File: src/common/apb_sub_pkg.sv
// APB subsystem shared definitions
package apb_sub_pkg;

   // ----------------------------------------
   // Bus widths
   // ----------------------------------------

   // Byte address, same width on AHB and APB
   typedef logic [31:0] addr_t;
   // Read and write data word
   typedef logic [31:0] data_t;
   // AHB response code
   typedef logic [1:0]  resp_t;

   // ----------------------------------------
   // Slot address map
   // ----------------------------------------

   // ALUT plus MAC0 to MAC3
   localparam int NUM_SLOTS = 5;
   // One-hot select, bit 0 is the ALUT
   typedef logic [NUM_SLOTS-1:0] slot_sel_t;

   // Base of slot 0, slots follow back to back
   localparam addr_t SLOT_BASE = 32'h00A0_0000;
   // 64 KB per slot
   localparam int SLOT_SPAN_BITS = 16;

   // ----------------------------------------
   // AHB encodings
   // ----------------------------------------

   localparam resp_t RESP_OKAY  = 2'b00;
   localparam resp_t RESP_ERROR = 2'b01;
   // Bit 1 set marks an active transfer
   localparam logic [1:0] HTRANS_NONSEQ = 2'b10;

   // ----------------------------------------
   // ALUT register map
   // ----------------------------------------

   localparam int ALUT_ENTRIES = 8;
   // Keys live below the search key register
   localparam logic [6:0] ALUT_KEY_OFS = 7'h20;
   localparam logic [6:0] ALUT_RES_OFS = 7'h24;
   // Hit flag position, index in bits 2:0
   localparam int ALUT_RES_HIT_BIT = 8;

   // Bridge controller states
   typedef enum logic [2:0] {
      st_idle,
      st_setup,
      st_access,
      st_err1,
      st_err2
   } bridge_state_t;

endpackage
File: src/apb_subsystem.sv
// APB peripheral subsystem top
`timescale 1ns/1ns

module apb_subsystem (
   input  wire                       hclk,
   input  wire                       rst,
   // AHB-Lite slave port
   input  wire                       hsel,
   input  apb_sub_pkg::addr_t        haddr,
   input  wire [1:0]                 htrans,
   input  wire                       hwrite,
   input  apb_sub_pkg::data_t        hwdata,
   input  wire                       hready_in,
   output apb_sub_pkg::data_t        hrdata,
   output wire                       hready,
   output apb_sub_pkg::resp_t        hresp,
   // Shared APB master signals
   output apb_sub_pkg::addr_t        paddr,
   output wire                       pwrite,
   output wire                       penable,
   output apb_sub_pkg::data_t        pwdata,
   // MAC0 APB port
   input  apb_sub_pkg::data_t        prdata_mac0,
   output wire                       psel_mac0,
   input  wire                       pready_mac0,
   // MAC1 APB port
   input  apb_sub_pkg::data_t        prdata_mac1,
   output wire                       psel_mac1,
   input  wire                       pready_mac1,
   // MAC2 APB port
   input  apb_sub_pkg::data_t        prdata_mac2,
   output wire                       psel_mac2,
   input  wire                       pready_mac2,
   // MAC3 APB port
   input  apb_sub_pkg::data_t        prdata_mac3,
   output wire                       psel_mac3,
   input  wire                       pready_mac3
);

   // ----------------------------------------
   // Internal wiring
   // ----------------------------------------

   wire                addr_hit;
   wire                psel_active;
   wire                sel_ready;
   wire                psel_alut;
   apb_sub_pkg::data_t sel_rdata;
   apb_sub_pkg::data_t prdata_alut;

   // Bridge state machine and APB sequencing
   ahb2apb_ctrl ctrl_i (
      .hclk        (hclk),
      .rst         (rst),
      .hsel        (hsel),
      .haddr       (haddr),
      .htrans      (htrans),
      .hwrite      (hwrite),
      .hwdata      (hwdata),
      .hready_in   (hready_in),
      .addr_hit    (addr_hit),
      .sel_rdata   (sel_rdata),
      .sel_ready   (sel_ready),
      .hrdata      (hrdata),
      .hready      (hready),
      .hresp       (hresp),
      .paddr       (paddr),
      .pwrite      (pwrite),
      .pwdata      (pwdata),
      .penable     (penable),
      .psel_active (psel_active)
   );

   // Slot 0 ALUT, slots 1 to 4 MAC0 to MAC3
   apb_slot_router router_i (
      .haddr       (haddr),
      .paddr       (paddr),
      .psel_active (psel_active),
      .prdata_alut (prdata_alut),
      .prdata_mac0 (prdata_mac0),
      .prdata_mac1 (prdata_mac1),
      .prdata_mac2 (prdata_mac2),
      .prdata_mac3 (prdata_mac3),
      .pready_mac0 (pready_mac0),
      .pready_mac1 (pready_mac1),
      .pready_mac2 (pready_mac2),
      .pready_mac3 (pready_mac3),
      .addr_hit    (addr_hit),
      .psel        ({psel_mac3, psel_mac2, psel_mac1, psel_mac0, psel_alut}),
      .sel_rdata   (sel_rdata),
      .sel_ready   (sel_ready)
   );

   // On-chip lookup table, low address bits only
   alut_regs alut_i (
      .hclk    (hclk),
      .rst     (rst),
      .psel    (psel_alut),
      .penable (penable),
      .pwrite  (pwrite),
      .paddr   (paddr[6:0]),
      .pwdata  (pwdata),
      .prdata  (prdata_alut)
   );

endmodule

File: src/alut/alut_regs.sv
// ALUT register block
`timescale 1ns/1ns

module alut_regs (
   input  logic               hclk,
   input  logic               rst,
   input  logic               psel,
   input  logic               penable,
   input  logic               pwrite,
   input  logic [6:0]         paddr,
   input  apb_sub_pkg::data_t pwdata,
   output apb_sub_pkg::data_t prdata
);

   // Key table and lookup state
   apb_sub_pkg::data_t key_mem [apb_sub_pkg::ALUT_ENTRIES];
   apb_sub_pkg::data_t search_key;
   logic               search_pend;
   logic               res_hit;
   logic [2:0]         res_idx;

   // Write decode
   logic               wr_en;
   logic               entry_sel;
   logic               key_sel;
   logic               res_sel;

   // Combinational match
   logic               match_hit;
   logic [2:0]         match_idx;

   // ----------------------------------------
   // Register decode
   // ----------------------------------------

   // Write on the access edge since pready is always high here
   assign wr_en = psel && penable && pwrite;

   // Entries sit below the search key with one word each
   assign entry_sel = (paddr < apb_sub_pkg::ALUT_KEY_OFS);
   assign key_sel   = (paddr == apb_sub_pkg::ALUT_KEY_OFS);
   assign res_sel   = (paddr == apb_sub_pkg::ALUT_RES_OFS);

   // ----------------------------------------
   // Lookup
   // ----------------------------------------

   // Scan down so the lowest matching index wins
   always_comb begin
      match_hit = 1'b0;
      match_idx = '0;
      for (int i = apb_sub_pkg::ALUT_ENTRIES - 1; i >= 0; i--) begin
         if (key_mem[i] == search_key) begin
            match_hit = 1'b1;
            match_idx = 3'(i);
         end
      end
   end

   always_ff @(posedge hclk) begin
      if (rst) begin
         for (int i = 0; i < apb_sub_pkg::ALUT_ENTRIES; i++) begin
            key_mem[i] <= '0;
         end
         search_key  <= '0;
         search_pend <= 1'b0;
         res_hit     <= 1'b0;
         res_idx     <= '0;
      end else begin
         // Key write kicks a compare on the next cycle
         search_pend <= wr_en && key_sel;
         if (wr_en && entry_sel) begin
            key_mem[paddr[4:2]] <= pwdata;
         end
         if (wr_en && key_sel) begin
            search_key <= pwdata;
         end
         // Miss leaves index and flag at zero
         if (search_pend) begin
            res_hit <= match_hit;
            res_idx <= match_idx;
         end
      end
   end

   // ----------------------------------------
   // Read back
   // ----------------------------------------

   always_comb begin
      prdata = '0;
      if (entry_sel) begin
         prdata = key_mem[paddr[4:2]];
      end else if (key_sel) begin
         prdata = search_key;
      end else if (res_sel) begin
         prdata[apb_sub_pkg::ALUT_RES_HIT_BIT] = res_hit;
         prdata[2:0]                           = res_idx;
      end
      // Any other offset reads zero
   end

endmodule

File: src/ahb2apb/apb_slot_router.sv
// APB slot decode and return mux
`timescale 1ns/1ns

module apb_slot_router (
   input  apb_sub_pkg::addr_t     haddr,
   input  apb_sub_pkg::addr_t     paddr,
   input  logic                   psel_active,
   input  apb_sub_pkg::data_t     prdata_alut,
   input  apb_sub_pkg::data_t     prdata_mac0,
   input  apb_sub_pkg::data_t     prdata_mac1,
   input  apb_sub_pkg::data_t     prdata_mac2,
   input  apb_sub_pkg::data_t     prdata_mac3,
   input  logic                   pready_mac0,
   input  logic                   pready_mac1,
   input  logic                   pready_mac2,
   input  logic                   pready_mac3,
   output logic                   addr_hit,
   output apb_sub_pkg::slot_sel_t psel,
   output apb_sub_pkg::data_t     sel_rdata,
   output logic                   sel_ready
);

   apb_sub_pkg::data_t     rdata_vec [apb_sub_pkg::NUM_SLOTS];
   apb_sub_pkg::slot_sel_t ready_vec;

   // One-hot slot of an address, zero when outside the map
   function automatic apb_sub_pkg::slot_sel_t decode_slot(input apb_sub_pkg::addr_t a);
      logic [31-apb_sub_pkg::SLOT_SPAN_BITS:0] page;
      apb_sub_pkg::slot_sel_t                  sel;
      // Page offset from slot 0
      page = a[31:apb_sub_pkg::SLOT_SPAN_BITS] -
             apb_sub_pkg::SLOT_BASE[31:apb_sub_pkg::SLOT_SPAN_BITS];
      for (int n = 0; n < apb_sub_pkg::NUM_SLOTS; n++) begin
         sel[n] = (int'(page) == n);
      end
      return sel;
   endfunction

   // ----------------------------------------
   // Decode
   // ----------------------------------------

   // AHB address phase, picks APB or error path
   assign addr_hit = |decode_slot(haddr);

   // Registered APB address, only during setup and access
   assign psel = psel_active ? decode_slot(paddr) : '0;

   // ----------------------------------------
   // Return path
   // ----------------------------------------

   assign rdata_vec[0] = prdata_alut;
   assign rdata_vec[1] = prdata_mac0;
   assign rdata_vec[2] = prdata_mac1;
   assign rdata_vec[3] = prdata_mac2;
   assign rdata_vec[4] = prdata_mac3;

   // ALUT never inserts wait states
   assign ready_vec = {pready_mac3, pready_mac2, pready_mac1, pready_mac0, 1'b1};

   // AND-OR mux on the one-hot select
   always_comb begin
      sel_rdata = '0;
      sel_ready = 1'b0;
      for (int n = 0; n < apb_sub_pkg::NUM_SLOTS; n++) begin
         if (psel[n]) begin
            sel_rdata = sel_rdata | rdata_vec[n];
            sel_ready = sel_ready | ready_vec[n];
         end
      end
   end

endmodule

File: src/ahb2apb/ahb2apb_ctrl.sv
// AHB to APB bridge control
`timescale 1ns/1ns

module ahb2apb_ctrl (
   input  logic                       hclk,
   input  logic                       rst,
   // AHB-Lite slave side
   input  logic                       hsel,
   input  apb_sub_pkg::addr_t         haddr,
   input  logic [1:0]                 htrans,
   input  logic                       hwrite,
   input  apb_sub_pkg::data_t         hwdata,
   input  logic                       hready_in,
   // From the slot router
   input  logic                       addr_hit,
   input  apb_sub_pkg::data_t         sel_rdata,
   input  logic                       sel_ready,
   // AHB response
   output apb_sub_pkg::data_t         hrdata,
   output logic                       hready,
   output apb_sub_pkg::resp_t         hresp,
   // APB master side
   output apb_sub_pkg::addr_t         paddr,
   output logic                       pwrite,
   output apb_sub_pkg::data_t         pwdata,
   output logic                       penable,
   output logic                       psel_active
);

   apb_sub_pkg::bridge_state_t state;
   apb_sub_pkg::bridge_state_t state_nxt;
   // AHB data phase of an accepted mapped transfer
   logic data_phase;
   logic accept;
   logic apb_start;
   logic apb_done;

   // ----------------------------------------
   // AHB handshake
   // ----------------------------------------

   // Address phase taken only while we are ready
   assign accept = hsel && hready_in && hready &&
                   ((htrans & apb_sub_pkg::HTRANS_NONSEQ) != 2'b00);

   // Low through data phase, APB phases and first error cycle
   assign hready = !(data_phase || state == apb_sub_pkg::st_setup ||
                     state == apb_sub_pkg::st_access || state == apb_sub_pkg::st_err1);

   // ERROR held over both error cycles
   assign hresp = (state == apb_sub_pkg::st_err1 || state == apb_sub_pkg::st_err2) ?
                  apb_sub_pkg::RESP_ERROR : apb_sub_pkg::RESP_OKAY;

   // APB strobes follow the state
   assign apb_start   = (state == apb_sub_pkg::st_idle) && data_phase;
   assign apb_done    = (state == apb_sub_pkg::st_access) && sel_ready;
   assign psel_active = (state == apb_sub_pkg::st_setup) || (state == apb_sub_pkg::st_access);
   assign penable     = (state == apb_sub_pkg::st_access);

   // ----------------------------------------
   // Next state
   // ----------------------------------------

   always_comb begin
      state_nxt = state;
      case (state)
         apb_sub_pkg::st_idle: begin
            if (apb_start) begin
               state_nxt = apb_sub_pkg::st_setup;
            end else if (accept && !addr_hit) begin
               state_nxt = apb_sub_pkg::st_err1;
            end
         end
         apb_sub_pkg::st_setup:  state_nxt = apb_sub_pkg::st_access;
         // Slave wait states keep us here
         apb_sub_pkg::st_access: begin
            if (sel_ready) begin
               state_nxt = apb_sub_pkg::st_idle;
            end
         end
         apb_sub_pkg::st_err1:   state_nxt = apb_sub_pkg::st_err2;
         // hready is high again, a new address phase may land here
         apb_sub_pkg::st_err2: begin
            if (accept && !addr_hit) begin
               state_nxt = apb_sub_pkg::st_err1;
            end else begin
               state_nxt = apb_sub_pkg::st_idle;
            end
         end
         default: state_nxt = apb_sub_pkg::st_idle;
      endcase
   end

   always_ff @(posedge hclk) begin
      if (rst) begin
         state      <= apb_sub_pkg::st_idle;
         data_phase <= 1'b0;
      end else begin
         state      <= state_nxt;
         data_phase <= accept && addr_hit;
      end
   end

   // Address and direction from the AHB address phase
   always_ff @(posedge hclk) begin
      if (accept && addr_hit) begin
         paddr  <= haddr;
         pwrite <= hwrite;
      end
      // hwdata is valid in the data phase
      if (apb_start) begin
         pwdata <= hwdata;
      end
      // Read data on the completing edge
      if (apb_done && !pwrite) begin
         hrdata <= sel_rdata;
      end
   end

endmodule

File: config.mk
export PLATFORM = sky130hd
export DESIGN_NAME = apb_subsystem
export DESIGN_NICKNAME = d
export VERILOG_FILES = /design/src/common/apb_sub_pkg.sv /design/src/apb_subsystem.sv /design/src/alut/alut_regs.sv /design/src/ahb2apb/apb_slot_router.sv /design/src/ahb2apb/ahb2apb_ctrl.sv
export SDC_FILE = /design/constraint.sdc
export NUM_CORES = 1
export LEC_CHECK = 0
export BUFFER_PORTS_ARGS = -buffer_cell sky130_fd_sc_hd__buf_2
export CAP_MARGIN = 20
export CORE_UTILIZATION = 52
export DETAILED_ROUTE_END_ITERATION = 8
export PLACE_DENSITY = 0.73
export SYNTH_ARGS = -nofsm -noshare
export SYNTH_HDL_FRONTEND = slang
export SYNTH_SLANG_ARGS = --single-unit
export TNS_END_PERCENT = 5
File: constraint.sdc
create_clock -name hclk -period 4.9 [get_ports hclk]
set_input_delay 0 -clock hclk [delete_from_list [all_inputs] [get_ports hclk]]
set_output_delay 0 -clock hclk [all_outputs]
set_load 0.01 [all_outputs]
* Yosys cells after proc, flatten, opt, wreduce, memory -nomap -nowiden
Memories as Yosys holds them, arrays and structs flattened. A register that Yosys moved wholly into a read port is not among the register bits. Cells that the tools add are included.
Storage, ports and cells: input bits 203, bits in writable memories 256, output and inout port bits 105, memory bits (read-only) 0, logic and storage cells 121, register bits 138, latch bits 0, memories kept 1
Operators by class: bitwise logic cells 8, add/subtract/negate cells 2, reduce and logical (&&, ||, !) cells 26, multiply operators 0, shift operators 0, divide/modulo/power cells 0, order comparisons 1, eq/ne operators 24, muxes and demuxes 49
Memories:
- alut_i.key_mem | depth 8, width 32, rd ports 9, clocked after memory_dff 1, write ports 8, line alut_regs.sv:16 | apb_sub_pkg::data_t key_mem [apb_sub_pkg::ALUT_ENTRIES];
Operators with widths (count):
- $eq 32x32->1 | 8
- $mux 32 | 7
- $or 32x32->32 | 4
- $eq 16x3->1 const B | 4
- $mux 3 | 15
- $eq 16x2->1 const B | 2
- $eq 16x4->1 const B | 2
- $logic_not 16->1 | 2
- $reduce_or 32->1 | 1
- $sub 16x8->16 const B | 2
- $mux 23 | 1
- $mux 1 | 22
- $pmux 3 s5 | 1
- $eq 7x6->1 const B | 2
- $logic_and 1x1->1 | 12
- $mux 5 | 2
- $lt 7x6->1 const B | 1
- $eq 3x2->1 const B | 2
- $logic_or 1x1->1 | 5
- $reduce_or 5->1 | 1
- $or 1x1->1 | 4
- $eq 3x1->1 const B | 1
- $eq 3x3->1 const B | 1
- $logic_not 1->1 | 3
- 5 further kinds | 5

* Logic depth before layout (Yosys ltp)
depth in word-level cells 14, mapped depth 11, gate-level depth less buffers 9

* Modules after synthesis
From an unflattened synthesis, not the netlist that was laid out.
Unflattened totals: cells, all modules 1640, area, all modules 21155.3 sq um
Modules (own cells, without submodules):
- alut_regs | instances 1, cells an instance 1257, area each 16155.5 sq um, seq. area each 8428.1 sq um
- ahb2apb_ctrl | instances 1, cells an instance 127, area each 3159.3 sq um, seq. area each 2992.9 sq um
- apb_slot_router | instances 1, cells an instance 256, area each 1840.5 sq um, seq. area each 0.0 sq um

* Worst setup path before layout
No wires, ideal clock.
kind register -> register, from register ctrl_i.paddr[21], to register ctrl_i.hrdata[0], enable pin, cell stages (with the launch flop) 8, data arrival time 4851 ps, path slack -464 ps, buffers on the path 0, clock period less this slack 5364 ps, required time 4387 ps, setup time 513 ps, cell sequence edfxtp_1 -> inv_1 -> ha_1 -> nor2b_1 -> xnor2_1 -> nand4_1 -> or2_2 -> nor4b_1
On the way: word-level cells in the longest chain between the ends 14, elaborated cells on any way between the ends 18, classes of those cells 1 x add/sub; 4 x eq/ne; 6 x mux; 4 x bitwise; 3 x reduce/logical
RTL lines:
- from (decl) | line ahb2apb_ctrl.sv:23 | output apb_sub_pkg::addr_t paddr,
- from (signal assigned) | line ahb2apb_ctrl.sv:107 | paddr <= haddr;
- $sub 16x8->16 * | line apb_slot_router.sv:31 | page = a[31:apb_sub_pkg::SLOT_SPAN_BITS] -
- $logic_not 16->1 | line apb_slot_router.sv:34 | sel[n] = (int'(page) == n);
- $mux 5 * | line apb_slot_router.sv:47 | assign psel = psel_active ? decode_slot(paddr) : '0;
- $mux 1 | line apb_slot_router.sv:67 | if (psel[n]) begin
- $or 1x1->1 | line apb_slot_router.sv:69 | sel_ready = sel_ready | ready_vec[n];
- $mux 1 | line apb_slot_router.sv:67
- $or 1x1->1 | line apb_slot_router.sv:69
- $mux 1 | line apb_slot_router.sv:67
- $or 1x1->1 | line apb_slot_router.sv:69
- $mux 1 | line apb_slot_router.sv:67
- $or 1x1->1 | line apb_slot_router.sv:69
- $mux 1 * | line apb_slot_router.sv:67
- $logic_and 1x1->1 * | line ahb2apb_ctrl.sv:56 | assign apb_done = (state == apb_sub_pkg::st_access) && sel_ready;
- $logic_and 1x1->1 * | line ahb2apb_ctrl.sv:115 | if (apb_done && !pwrite) begin
- to (signal assigned) | line ahb2apb_ctrl.sv:116 | hrdata <= sel_rdata;
- to (decl) | line ahb2apb_ctrl.sv:19 | output apb_sub_pkg::data_t hrdata,
Mark *: on every way between the ends. The rest lies on a longest branch, timed or not. A chain may end at the register's enable or synchronous reset.

==> results.sh <==
export IMPL_grt_max_degree=62
export IMPL_clock_latency_ns=0.59
export IMPL_core_um2=39010
export IMPL_postCtsSetupBuffers=0
export IMPL_groute_usage_overall_pct=32.97
export IMPL_whs_path_depth=6
export IMPL_worstMarginPinSlew_ns=1.010
export IMPL_crit_type="reg -> reg"
export IMPL_place_congestion=0.9937
export IMPL_reg2reg_from="ctrl_i.paddr[21]$_DFFE_PP_"
export IMPL_r2r_end="alut_i.key_mem[5][4]$_SDFFCE_PN0P_"
export IMPL_relSlewSlack_pct=32.02
export IMPL_dr_pass1_iters=5
export IMPL_wl_per_cell_um=25.86
export IMPL_outcome="completed"
export IMPL_power_density_nw_per_um2=295.4
export IMPL_clock_skew_ns=0.03462
export IMPL_rsz0062_at_grt="false"
export IMPL_p_leak_nw=10.12
export IMPL_worst_ep_arrival_time_ns=3.75
export IMPL_area_delta_synth_final_pct=22.82
export IMPL_ys_seq_area_share_pct=55.33
export IMPL_vdd_drop_max_mv=0.2251
export IMPL_htreeDepth=2
export IMPL_hold_path_endpoint="ctrl_i.state[0]$_SDFFE_PP0P_"
export IMPL_drc_errors=0
export IMPL_cts_sinks=397
export IMPL_drv_cap=0
export IMPL_critPathMaxFanout=17
export IMPL_fin_crit_ns=3.510
export IMPL_drt_iter0_drc=1778
export IMPL_ctsResizeCount=0
export IMPL_yosysUniqueCellTypes=48
export IMPL_fmax_mhz=284.9
export IMPL_clkTransAtPathRegs_ns=0.06
export IMPL_antenna_found_initial=1
export IMPL_syn_area_per_cell_um2=12.46
export IMPL_syn_area_um2=20750
export IMPL_port_buffers=305
export IMPL_die_area_um2=40700
export IMPL_grt_ovfl_total=0
export IMPL_fillerInstances=2884
export IMPL_num_rows=72
export IMPL_cts_made_buffers=44
export IMPL_critical_path_startpoint_type="flip-flop"
export IMPL_clockRootBuffer="clkbuf_16"
export IMPL_ys_ff_latch=397
export IMPL_min_from="hsel"
export IMPL_fin_nets=2266
export IMPL_hpwl_mm=47.09
export IMPL_fin_setup_tns_ns=0
export IMPL_setup_violations=0
export IMPL_clk_path_buf_depth=3
export IMPL_synth_edff_count=353
export IMPL_post_route_period_util_pct=71.64
export IMPL_drv_slew=0
export IMPL_fin_util_pct=65.33
export IMPL_synth_fp_nets=1870
export IMPL_ys_warn_count=0
export IMPL_drive_above_1_share_pct=25.37
export IMPL_end_kind="flip-flop"
export IMPL_ios=308
export IMPL_drtAntennaViolNets=0
export IMPL_start_util_pct=53.19
export IMPL_first_global_vias=15150
export IMPL_required_ns=5.14
export IMPL_reg2reg_slack_ns=1.39
export IMPL_ys_flop_type="edfxtp_1"
export IMPL_hp_class="in -> reg"
export IMPL_die_height_um=201.8
export IMPL_routed_wl_mm=67.65
export IMPL_grt_pass1_wl_mm=97.03
export IMPL_viasPerCell=5.888
export IMPL_die_w_um=201.8
export IMPL_netlist_instances=1665
export IMPL_cts_tree="yes"
export IMPL_r2r_cells=10
export IMPL_hold_viol=0
export IMPL_synthArstFlopShare_pct=0
export IMPL_routed_via_count=15400
## cells in the final DEF (no fill, tap or decap), types with 3 or more instances in the layout
| master | netlist | final |
|---|---|---|
| mux2_2 | 28 | 28 |
| nor2_2 | 0 | 8 |
| clkbuf_8 | 0 | 6 |
| buf_12 | 0 | 3 |
| mux4_2 | 64 | 64 |
| inv_1 | 10 | 10 |
| nand4_1 | 43 | 43 |
| clkinv_2 | 0 | 9 |
| nor4_1 | 42 | 42 |
| a22oi_1 | 28 | 28 |
| dlygate4sd3_1 | 0 | 134 |
| xnor2_1 | 132 | 132 |
| dfxtp_1 | 44 | 41 |
| edfxtp_1 | 353 | 353 |
| buf_2 | 51 | 305 |
| nor2_1 | 84 | 76 |
| clkinv_1 | 0 | 6 |
| mux2i_1 | 43 | 43 |
| clkbuf_16 | 0 | 46 |
| or3b_2 | 3 | 3 |
| o21ai_0 | 11 | 11 |
| a21oi_1 | 94 | 94 |
| o221ai_1 | 8 | 8 |
| xor2_1 | 128 | 128 |
| nand2b_1 | 6 | 6 |
| and2_1 | 257 | 256 |
| nor3_1 | 5 | 5 |
| clkbuf_1 | 39 | 8 |
| buf_4 | 1 | 28 |
| nand2_1 | 86 | 86 |
| o22ai_1 | 28 | 28 |
| or2_2 | 14 | 14 |
| clkinvlp_4 | 0 | 4 |
## power breakdown
| part | internal, W | switching (W) |
|---|---|---|
| clock | 0.00191 | 0.00139 |
| sequential | 0.00374 | 0.0000562 |
| combinational | 0.000213 | 0.000211 |
## registers in the layout, indices dropped and copies added, names as in the netlist, named ones only
register / flops
alut_i.key_mem: 256
alut_i.search_pend: 1
alut_i.res_idx: 3
alut_i.res_hit: 1
ctrl_i.paddr: 32
ctrl_i.data_phase: 1
ctrl_i.pwdata: 32
ctrl_i.state: 3
alut_i.search_key: 32
ctrl_i.hrdata: 32
ctrl_i.pwrite: 1
## cells by family after synthesis
kind of cell | after synthesis | synth area share (%)
multiplexers | 135 | 10.54
XOR/XNOR | 260 | 10.98
other | 1 | 0.01807
adder cells (fa/ha/maj) | 2 | 0.1206
AND/OR/NAND/NOR | 562 | 15.13
buffers and inverters | 130 | 2.822
AO/OA/AOI/OAI | 178 | 5.059
flip-flops | 397 | 55.33
## per-layer routing
metal	GRT usage, %	wire length, µm	vias up
li1	-	-	6817
met1	41.89	25150	7490
met2	53.40	31920	925
met3	7.937	7285	170
met4	15.26	3301	0
met5	0	0	-
## metrics by stage
step                hold WS [ns]  worst slack [ns]  total power (W)  instance area [µm²]  std cells
finish                   0.07460             1.390         0.007528                25480       2616
global route             0.06058             1.097         0.007697                25480       2615
CTS                     0.007732             1.400         0.007537                25480       2615
detailed placement        0.1781             1.443         0.004221                22700       2399
global placement          0.1758             1.531         0.004210                22700       2399
floorplan                0.09887             1.131         0.004020                20750       1665
## cells in the mapped netlist, types with 2 or more instances
cell / n / area (µm²)
and2_1: 257 / 1608
and4b_1: 2 / 20.02
clkbuf_1: 39 / 146.4
edfxtp_1: 353 / 10600
mux2_2: 28 / 315.3
nor2_1: 84 / 315.3
buf_1: 5 / 18.77
o21a_1: 2 / 15.01
or2_2: 14 / 87.58
a21oi_1: 94 / 470.5
o21ai_0: 11 / 55.05
nand2b_1: 6 / 37.54
nor4b_1: 3 / 26.28
mux4_2: 64 / 1441
nor3_2: 3 / 30.03
a211oi_1: 2 / 15.01
inv_1: 10 / 37.54
nand4_1: 43 / 269.0
a22oi_1: 28 / 210.2
or3_1: 2 / 12.51
and3_1: 3 / 18.77
nor3_1: 5 / 25.02
or3b_2: 3 / 26.28
mux2i_1: 43 / 430.4
buf_2: 51 / 255.2
nor4_1: 42 / 262.8
xnor2_1: 132 / 1156
o22ai_1: 28 / 175.2
nand2_1: 86 / 322.8
clkbuf_2: 24 / 120.1
xor2_1: 128 / 1121
o221ai_1: 8 / 70.07
nor2b_1: 2 / 12.51
ha_1: 2 / 25.02
nand3b_1: 2 / 15.01
dfxtp_1: 44 / 880.8
## critical path: stages (launching register included)
cell and delay [ns]:
edfxtp_1 0.43, inv_1 0.08, ha_1 0.18, nor2b_1 0.17, xnor2_1 0.16, nand4_1 0.19
nor3_2 0.47, nand4_2 0.31, nor2_2 0.20, or2_2 0.55, buf_4 0.40
## area by class of cell
class | instances | area (µm²) | area share (%)
inverter | 10 | 37.54 | 0.1473
tap | 518 | 648.1 | 2.543
sequential | 397 | 11490 | 45.08
antenna | 1 | 2.502 | 0.009820
clock inverter | 22 | 173.9 | 0.6825
multi-input combinational | 1138 | 8732 | 34.27
timing repair buffer | 470 | 3138 | 12.31
clock buffer | 60 | 1264 | 4.959
## repair_timing
item / in CTS / in global routing
hold buffers: 134 / 0
hold endpoints to repair: 102 / 0
endpoints found under the setup margin: 0 / 0
## worst max-delay path by stage
| stage | start | end | slack (ns) | cells after the start |
|---|---|---|---|---|
| after CTS | ctrl_i.paddr[21]$_DFFE_PP_ | alut_i.key_mem[5][4]$_SDFFCE_PN0P_ | 1.40 | 10 |
| after detailed placement | ctrl_i.paddr[21]$_DFFE_PP_ | alut_i.key_mem[5][30]$_SDFFCE_PN0P_ | 1.44 | 10 |
| after global placement | ctrl_i.paddr[21]$_DFFE_PP_ | alut_i.key_mem[5][2]$_SDFFCE_PN0P_ | 1.53 | 10 |
| after floorplan | ctrl_i.paddr[21]$_DFFE_PP_ | ctrl_i.hrdata[0]$_DFFE_PP_ | 1.13 | 7 |
| final | ctrl_i.paddr[21]$_DFFE_PP_ | alut_i.key_mem[5][4]$_SDFFCE_PN0P_ | 1.39 | 10 |
| after global routing | ctrl_i.paddr[21]$_DFFE_PP_ | alut_i.key_mem[5][2]$_SDFFCE_PN0P_ | 1.10 | 10 |
(Power assumes the default switching activity.)
